===== src/design/mem_cfg.svh =====
`ifndef MEM_CFG_SVH
`define MEM_CFG_SVH

// Default geometry of the scratchpad.

// Width of one data word in bits.
`define MEM_WIDTH 32

// Number of words in the array. It is not a power of two, so part of the
// address space lies above the last word.
`define MEM_ELS 200

// Address width, wide enough to reach every word.
`define MEM_ADDR_W ($clog2(`MEM_ELS))

// Set to 1 to stop the array clock in cycles with no access.
`define MEM_CLOCK_GATING 1

`endif


===== src/design/mem_pkg.sv =====
`default_nettype none

`include "mem_cfg.svh"

package mem_pkg;

  // One access request on a memory port.
  // A set w bit makes the request a write, a clear one a read.
  typedef struct packed {
    logic                   v;
    logic                   w;
    logic [`MEM_ADDR_W-1:0] addr;
    logic [`MEM_WIDTH-1:0]  data;
  } mem_req_t;

  // Status flags from the request guard.
  // Each flag describes the requests of the previous cycle.
  typedef struct packed {
    logic a_range_err;
    logic b_range_err;
    logic ww_collision;
  } mem_status_t;

endpackage

`default_nettype wire


===== src/design/mem_req_guard.sv =====
`default_nettype none

`include "mem_cfg.svh"

module mem_req_guard
  #(
    parameter int unsigned ELS = `MEM_ELS
  )
  (
    input  logic                 clk_i,
    input  logic                 rst_i,
    input  mem_pkg::mem_req_t    a_req_i,
    input  mem_pkg::mem_req_t    b_req_i,
    output mem_pkg::mem_req_t    a_req_o,
    output mem_pkg::mem_req_t    b_req_o,
    output mem_pkg::mem_status_t status_o
  );

  import mem_pkg::*;

  localparam int unsigned ADDR_W = `MEM_ADDR_W;

  // One bit wider than the address, so that a full power-of-two count
  // still compares correctly.
  localparam logic [ADDR_W:0] ELS_LIM = (ADDR_W + 1)'(ELS);

  logic        a_range;
  logic        b_range;
  logic        a_ok;
  logic        b_ok;
  logic        ww;
  mem_status_t status_d;

  assign a_range = a_req_i.v & ({1'b0, a_req_i.addr} >= ELS_LIM);
  assign b_range = b_req_i.v & ({1'b0, b_req_i.addr} >= ELS_LIM);

  assign a_ok = a_req_i.v & ~a_range;
  assign b_ok = b_req_i.v & ~b_range;

  // Two in-range writes to one word. Port A keeps its write.
  assign ww = a_ok & b_ok & a_req_i.w & b_req_i.w & (a_req_i.addr == b_req_i.addr);

  // A dropped request passes on with only its valid bit cleared.
  always_comb
  begin
    a_req_o   = a_req_i;
    a_req_o.v = a_ok;
    b_req_o   = b_req_i;
    b_req_o.v = b_ok & ~ww;
  end

  always_comb
  begin
    status_d              = '0;
    status_d.a_range_err  = a_range;
    status_d.b_range_err  = b_range;
    status_d.ww_collision = ww;
  end

  // The flags are one-cycle pulses, one cycle after the offending request.
  always_ff @(posedge clk_i)
  begin
    if (rst_i)
    begin
      status_o <= '0;
    end
    else
    begin
      status_o <= status_d;
    end
  end

endmodule

`default_nettype wire


===== config.mk =====
export PLATFORM = sky130hd
export DESIGN_NAME = mem_req_guard
export DESIGN_NICKNAME = d
export VERILOG_FILES = /design/src/design/mem_pkg.sv /design/src/design/mem_req_guard.sv
export VERILOG_INCLUDE_DIRS = /design/src /design/src/design
export SDC_FILE = /design/constraint.sdc
export NUM_CORES = 1
export LEC_CHECK = 0
export ABC_AREA = 1
export BUFFER_PORTS_ARGS = -buffer_cell sky130_fd_sc_hd__buf_2
export CAP_MARGIN = 20
export CORE_MARGIN = 4
export CORE_UTILIZATION = 25
export DETAILED_ROUTE_END_ITERATION = 10
export PLACE_DENSITY = 0.77
export SLEW_MARGIN = 20
export SYNTH_ARGS = -nofsm -noshare
export SYNTH_HDL_FRONTEND = slang
export SYNTH_SLANG_ARGS = --single-unit

===== constraint.sdc =====
create_clock -name clk_i -period 0.88 [get_ports clk_i]
set_clock_uncertainty 0.05 [all_clocks]
set_input_delay 0.176 -clock clk_i [delete_from_list [all_inputs] [get_ports clk_i]]
set_output_delay 0.176 -clock clk_i [all_outputs]
set_load 0.005 [all_outputs]

Word-level counts from Yosys, hierarchy flattened
Index checks and enable logic that the tools add are counted.
{"block": "word_totals", "regBits": 3, "latchBits": 0, "mem_bits_rw": 0, "rom_bits": 0, "inputBits": 86, "wordCells": 18, "mem_count": 0}
{"block": "op_classes", "addsub": 0, "multipliers": 0, "n_div": 0, "magnitude_cmp": 2, "eq_ne": 1, "shifts": 0, "muxes": 0, "n_bitwise": 12, "n_reduce_logical": 0}
{"cell": "8-bit greater-or-equal comparator (second input constant)", "n": 2}
{"cell": "1-bit bitwise AND", "n": 9}
{"cell": "8-bit equality test", "n": 1}
{"cell": "1-bit NOT", "n": 3}

Depth between registers and ports, before layout
Gate-level depths: netlist of run 1.
{"block": "logic_depth", "ltp_word": 10, "mapped_depth": 9, "mapped_depth_nobuf": 9}

Worst setup path after synthesis of run 1
No wires, ideal clock.
{"block": "synth_path", "path_kind": "input to output", "startpoint": "input b_req_i[37] (netlist bit)", "endpoint": "output b_req_o[41] (netlist bit)", "t_arrival_ns": 0.719, "required_ns": 0.654, "path_slack_ns": -0.065, "stages": 8, "path_buffers": 0, "path_cell_list": "inv_1 nand3_1 nand2_1 nand2_1 nor2_1 nand3_1 nand2_1 inv_1"}
{"item": "start, declared", "line_no": "mem_req_guard.sv:13", "source": "input mem_pkg::mem_req_t b_req_i,"}
{"item": "end, declared", "line_no": "mem_req_guard.sv:15", "source": "output mem_pkg::mem_req_t b_req_o,"}

==> insert_results.sql, run 1 <==
INSERT INTO impl_metrics (metric_group, metric, value, unit) VALUES
('worst_setup_path', 'worst-endpoint-required', '0.65', 'ns'),
('min_path', 'hp-start', 'rst_i', ''),
('layout', 'syn_to_final_growth', '15.5', '%'),
('global_routing', 'track_usage', '8.94', '%'),
('min_path', 'timing.hold.worst.class', 'in2reg', ''),
('power_and_ir_drop', 'total_power', '1.04', 'mW'),
('timing', 'hold_violation_total_from_the_final_report', '0', ''),
('clocking', 'cts_tree', 'done', ''),
('clocking', 'cts.root.buffer_cell', 'sky130_fd_sc_hd__clkbuf_8', ''),
('clocking', 'clk_path_buf_depth', '2', ''),
('clocking', 'cts_made_buffers', '3', ''),
('timing', 'final_critical_path_setup_slack', '-0.288', 'ns'),
('floorplan', 'floorplan.initialDensity', '25.8', '%'),
('floorplan', 'fp.coreArea', '3970', 'um^2'),
('layout', 'finalNonFillerCells', '208', ''),
('layout', 'final_nets', '245', ''),
('place', 'post-dp-hpwl', '2040', 'um'),
('clocking', 'number_of_sinks_driven_by_the_clock_tree', '3', ''),
('worst_setup_path', 'critical_path_arrival', '0.94', 'ns'),
('timing', 'report.final.slew_viol_count', '0', ''),
('routing', 'vias_per_cell', '3.96', ''),
('layout', 'largest-register', 'status_o', ''),
('timing', 'timing.slew.headroom', '86.2', '%'),
('floorplan', 'number_of_i_o_pins', '173', ''),
('layout', 'final_common_cell', 'sky130_fd_sc_hd__buf_2', ''),
('status', 'violated_checks', 'negative setup slack', ''),
('floorplan', 'row_count', '23', ''),
('timing', 'layout_min_cycle_time', '1.17', 'ns'),
('layout', 'num-fill-cells', '423', ''),
('place', 'placedCellCount', '193', ''),
('layout', 'reg_top3', 'status_o x3', ''),
('clocking', 'clkTransAtPathRegs', '0.03', 'ns'),
('timing', 'period_share', '133', '%'),
('worst_setup_path', 'timing.setup.critical_path_class', 'in2out', ''),
('global_routing', 'grt_overflow_total', '0', ''),
('layout', 'postLayoutCoreUtil', '29.8', '%'),
('floorplan', 'dieWidth', '72.1', 'um'),
('timing', 'pin_slew_with_the_least_headroom_to_its_limit', '0.206', 'ns'),
('place', 'port_buffers', '44', ''),
('routing', 'routed_wirelength', '2690', 'um'),
('worst_setup_path', 'cp-end-kind', 'output port', ''),
('timing', 'finalSetupViolCount', '3', ''),
('routing', 'drt_pre_antenna_iters', '2', ''),
('floorplan', 'die-area', '5190', 'um^2'),
('routing', 'drc_markers', '0', ''),
('routing', 'drtIter0Drc', '3', ''),
('layout', 'most-common-layout-cells', '29 x sky130_fd_sc_hd__buf_2, 25 x sky130_fd_sc_hd__buf_4, 18 x sky130_fd_sc_hd__nand2_2', ''),
('synth', 'synthesized_area_divided_by_synthesized_cell_count', '6.18', 'um^2'),
('global_routing', 'grt_pass1_wl', '3620', 'um'),
('layout', 'number_of_flip_flops_under_the_largest_register_name', '3', ''),
('synth', 'synthCells', '166', ''),
('power_and_ir_drop', 'leakagePower', '0.649', 'nW'),
('routing', 'antenna_left', '0', ''),
('global_routing', 'grt_antenna_before_repair', '0', ''),
('synth', 'synth_seq_area_share', '5.85', '%'),
('flow_run', 'cap_viol_max_count', '0', ''),
('floorplan', 'die_h', '72.1', 'um'),
('worst_setup_path', 'cp_cell_sequence', 'buf_6, xnor2_4, nand2_2, nor2_2, nand3_1, nand2_1, inv_1, buf_2', ''),
('global_routing', 'grt_pass1_vias', '812', ''),
('synth', 'ys.warnings.count', '0', ''),
('power_and_ir_drop', 'power_density', '877', 'nW/um^2'),
('worst_setup_path', 'critPathSlowestCell', 'sky130_fd_sc_hd__xnor2_4', ''),
('routing', 'post_drt_wl_per_cell', '12.9', 'um'),
('synth', 'post_synth_instance_area', '1030', 'um^2'),
('layout', 'share_of_layout_cells_above_drive_strength_1', '77.8', '%'),
('clocking', 'holdBufCountCts', '0', ''),
('status', 'result_of_the_run', 'finished with violations', ''),
('place', 'gp_routability_congestion', '0.812', ''),
('routing', 'route.vias.total', '824', ''),
('global_routing', 'grt_max_degree', '5', ''),
('worst_setup_path', 'critical_path.max_fanout', '3', '');
[layer usage]
| metal | track usage (%) | share of wire [%] | vias up |
|---|---|---|---|
| li1 | - | - | 393 |
| met1 | 6.66 | 27 | 349 |
| met2 | 15.2 | 52 | 56 |
| met3 | 4.99 | 14 | 26 |
| met4 | 9.60 | 6.4 | 0 |
| met5 | 0 | 0 | - |
[worst max path at each step]
stage                            from           to  slack (ns)  cells after the start
after floorplan           a_req_i[32]  b_req_o[41]      -0.007                      9
after global routing      b_req_i[38]  b_req_o[41]       -0.41                      8
after CTS                 a_req_i[32]  b_req_o[41]       -0.28                     11
final                     b_req_i[38]  b_req_o[41]       -0.29                      8
after detailed placement  a_req_i[36]  b_req_o[41]       -0.33                     10
after global placement    a_req_i[32]  b_req_o[41]       -0.32                     11
[repair_timing]
action	4_1_cts	5_1_grt
endpoints found under the hold margin	0	0
setup endpoints to repair	2	3
cloned	0	0
pin swaps	18	27
buffers inserted	7	5
resized for setup	30	41
[worst max-delay path: cells and delay by family]
family,cells,cell delay [ns]
XOR/XNOR,1,0.17
buffers and inverters,3,0.26
AND/OR/NAND/NOR,4,0.33
[metrics by stage]
step                      hold slack [ns]  instance area (um^2)
final                               0.117                  1180
after global placement              0.302                   836
after global routing                0.117                  1180
after floorplan                     0.193                  1060
after detailed placement            0.302                   836
after CTS                           0.108                  1020
[power breakdown]
part	switching [mW]	leakage (nW)	total [mW]	internal (mW)
Clock	0.0957	0.0228	0.405	0.309
Sequential	0.000562	0.0243	0.140	0.139
Combinational	0.219	0.602	0.494	0.276
Total	0.315	0.649	1.04	0.724
[cell families after synthesis]
family                    Yosys count  synth area share [%]
and+or+nand+nor                    52                  22.0
AOI/OAI and AO/OA                   4                  2.19
DFF                                 3                  5.85
xor gates and xnor gates            1                 0.854
buffers and inverters             106                  69.1
[area by class of cell]
cell class / instances / area (um^2) / share of cell area (%)
Inverter: 23 / 104 / 8.76
Clock buffer: 4 / 45.0 / 3.80
Timing Repair Buffer: 71 / 536 / 45.2
Multi-Input combinational cell: 57 / 378 / 31.9
Tap cell: 50 / 62.6 / 5.28
Sequential cell: 3 / 60.1 / 5.07
[cells in the mapped netlist (all sizes together)]
cell type  instances  share of area (%)
buf               83                 61
nand2             34                 13
inv               22                8.0
nor2               9                4.3
nand3              6                2.9
dfxtp              3                5.9
nor3b              2                1.5
o21ai              2               0.98
a21oi              1               0.49
clkinv             1               0.37
nand4              1               0.61
o211ai             1               0.73
xnor2              1               0.85
Note: power is estimated with default switching activity, not from simulation.
==> run 2: changes to the inputs <==
- PLACE_DENSITY: 0.77 -> 0.89
==> run 2 against run 1 <==
Against the previous run: the run still ends with negative setup slack left; critical endpoint unchanged; power is 3.1% lower; cell count decreased by 3.4%; critical path depth increased by 2; setup slack improved by 0.011 ns; non-clock buffer count is 7 lower; clock power increased by 3%; routed wire length is 0.45% lower; fmax up 0.93%.
==> insert_results.sql, run 2 (same netlist as run 1, synthesis figures left out) <==
INSERT INTO impl_metrics (metric_group, metric, value, unit) VALUES
('timing', 'finalSetupViolCount', '3', ''),
('floorplan', 'fp.coreArea', '3970', 'um^2'),
('layout', 'reg_top3', 'status_o x3', ''),
('worst_setup_path', 'startpoint_type', 'input port', ''),
('routing', 'vias_per_cell', '4.03', ''),
('power_and_ir_drop', 'total_power', '1.01', 'mW'),
('status', 'violated_checks', 'negative setup slack', ''),
('clocking', 'holdBufCountCts', '0', ''),
('worst_setup_path', 'cp-end-kind', 'output port', ''),
('place', 'minimum_setup_slack_after_placement', '-0.326', 'ns'),
('global_routing', 'grt_max_degree', '5', ''),
('global_routing', 'grt_antenna_before_repair', '0', ''),
('worst_setup_path', 'critical_path.max_fanout', '3', ''),
('min_path', 'timing.hold.worst.class', 'in2reg', ''),
('routing', 'antenna_left', '0', ''),
('global_routing', 'grt_overflow_total', '0', ''),
('timing', 'final_critical_path_setup_slack', '-0.278', 'ns'),
('floorplan', 'die-area', '5190', 'um^2'),
('floorplan', 'number_of_i_o_pins', '173', ''),
('status', 'result_of_the_run', 'finished with violations', ''),
('floorplan', 'dieWidth', '72.1', 'um'),
('floorplan', 'die_h', '72.1', 'um'),
('layout', 'most-common-layout-cells', '29 x sky130_fd_sc_hd__buf_2, 21 x sky130_fd_sc_hd__buf_4, 17 x sky130_fd_sc_hd__nand2_2', ''),
('timing', 'report.final.slew_viol_count', '0', ''),
('timing', 'pin_slew_with_the_least_headroom_to_its_limit', '0.185', 'ns'),
('routing', 'post_drt_wl_per_cell', '13.3', 'um'),
('power_and_ir_drop', 'power_density', '915', 'nW/um^2'),
('place', 'post-dp-hpwl', '2210', 'um'),
('layout', 'layout.cell_area.non_filler', '1100', 'um^2'),
('routing', 'route.vias.total', '811', ''),
('global_routing', 'track_usage', '9.56', '%'),
('timing', 'timing.slew.headroom', '87.6', '%'),
('power_and_ir_drop', 'vdd.ir_drop.worst', '233', 'uV'),
('routing', 'drtIter0Drc', '13', ''),
('clocking', 'htree_levels', '1', ''),
('clocking', 'cts_tree', 'done', ''),
('clocking', 'number_of_sinks_driven_by_the_clock_tree', '3', ''),
('layout', 'largest-register', 'status_o', ''),
('timing', 'hold_violation_total_from_the_final_report', '0', ''),
('timing', 'fmax', '0.864', 'GHz'),
('worst_setup_path', 'worst-endpoint-required', '0.65', 'ns'),
('layout', 'final_nets', '238', ''),
('layout', 'final_common_cell', 'sky130_fd_sc_hd__buf_2', ''),
('clocking', 'cts_made_buffers', '3', ''),
('routing', 'drc_markers', '0', ''),
('clocking', 'clk_path_buf_depth', '2', ''),
('place', 'gp_routability_congestion', '0.850', ''),
('floorplan', 'row_count', '23', ''),
('global_routing', 'grt_pass1_vias', '754', ''),
('worst_setup_path', 'timing.setup.critical_path_class', 'in2out', ''),
('place', 'port_buffers', '44', ''),
('worst_setup_path', 'critical_path_arrival', '0.93', 'ns'),
('floorplan', 'floorplan.initialDensity', '25.8', '%'),
('clocking', 'clkTransAtPathRegs', '0.03', 'ns'),
('timing', 'unrepaired_setup_endpoints_after_global_routing', 'yes', ''),
('layout', 'antennaDiodeCount', '0', ''),
('power_and_ir_drop', 'leakagePower', '0.610', 'nW'),
('timing', 'period_share', '132', '%'),
('routing', 'drt_pre_antenna_iters', '3', ''),
('worst_setup_path', 'crit_start', 'a_req_i[35]', ''),
('routing', 'routed_wirelength', '2670', 'um'),
('layout', 'syn_to_final_growth', '7.32', '%'),
('place', 'placed_cell_area', '821', 'um^2'),
('clocking', 'cts.root.buffer_cell', 'sky130_fd_sc_hd__clkbuf_8', ''),
('flow_run', 'cap_viol_max_count', '0', ''),
('timing', 'layout_min_cycle_time', '1.16', 'ns'),
('layout', 'postLayoutCoreUtil', '27.7', '%'),
('min_path', 'hp-start', 'rst_i', ''),
('layout', 'share_of_layout_cells_above_drive_strength_1', '73.5', '%'),
('min_path', 'worstHoldPathCells', '2', ''),
('min_path', 'min_to', 'status_o[0]', ''),
('layout', 'number_of_flip_flops_under_the_largest_register_name', '3', ''),
('global_routing', 'grt_pass1_wl', '3740', 'um'),
('timing', 'fin_hold_ws', '0.0996', 'ns');
run 2: cell types whose count changed in the layout (fill, tap and decap cells not counted), moves of 2 or more:
| cell | previous run | this run |
|---|---|---|
| sky130_fd_sc_hd__inv_4 | 5 | 7 |
| sky130_fd_sc_hd__buf_8 | 3 | 5 |
| sky130_fd_sc_hd__buf_4 | 25 | 21 |
| sky130_fd_sc_hd__buf_6 | 14 | 9 |
run 2: worst max-delay path: stages:
cell                      delay (ns)
sky130_fd_sc_hd__buf_8          0.10
sky130_fd_sc_hd__inv_4          0.05
sky130_fd_sc_hd__nand3_2        0.08
sky130_fd_sc_hd__nand2_2        0.08
sky130_fd_sc_hd__nand2_2        0.07
sky130_fd_sc_hd__nor2_2         0.10
sky130_fd_sc_hd__nand3_1        0.06
sky130_fd_sc_hd__nand2_1        0.06
sky130_fd_sc_hd__inv_1          0.03
sky130_fd_sc_hd__buf_2          0.11
run 2: worst max path at each step:
stage	slack (ns)	endpoint	cells past startpoint
finish	-0.28	b_req_o[41]	10
global route	-0.40	b_req_o[41]	8
CTS	-0.28	b_req_o[41]	10
detailed placement	-0.33	b_req_o[41]	10
global placement	-0.32	b_req_o[41]	11
floorplan	-0.007	b_req_o[41]	9
run 2: cell type report:
cell class,count,area [um^2]
Fill cell,432,2870
Timing Repair Buffer,64,479
Multi-Input combinational cell,57,350
Inverter,23,104
Tap cell,50,62.6
Sequential cell,3,60.1
Clock buffer,4,45.0
run 2: power by group:
group / internal (mW) / switching [mW] / total [mW]
clock: 0.310 / 0.108 / 0.418
sequential: 0.139 / 0.000451 / 0.140
combinational: 0.250 / 0.199 / 0.449
run 2: what timing repair did:
| item | CTS | global route |
|---|---|---|
| pin swaps | 19 | 19 |
| setup endpoints to repair | 2 | 3 |
| setup buffers | 4 | 2 |
| gates resized for setup | 36 | 28 |
run 2: through the flow:
stage                     instances  TNS [ns]
final                           201    -0.462
after global routing            201    -0.723
after CTS                       199    -0.398
after detailed placement        191    -0.841
after global placement          191    -0.762
after floorplan                 166  -0.00653
run 2: routing by layer:
| layer | share of wire [%] | vias to the layer above | global-route usage, % |
|---|---|---|---|
| li1 | - | 379 | - |
| met1 | 25 | 343 | 6.98 |
| met2 | 52 | 61 | 16.9 |
| met3 | 15 | 28 | 4.99 |
| met4 | 7.8 | 0 | 9.81 |
| met5 | 0 | - | 0 |
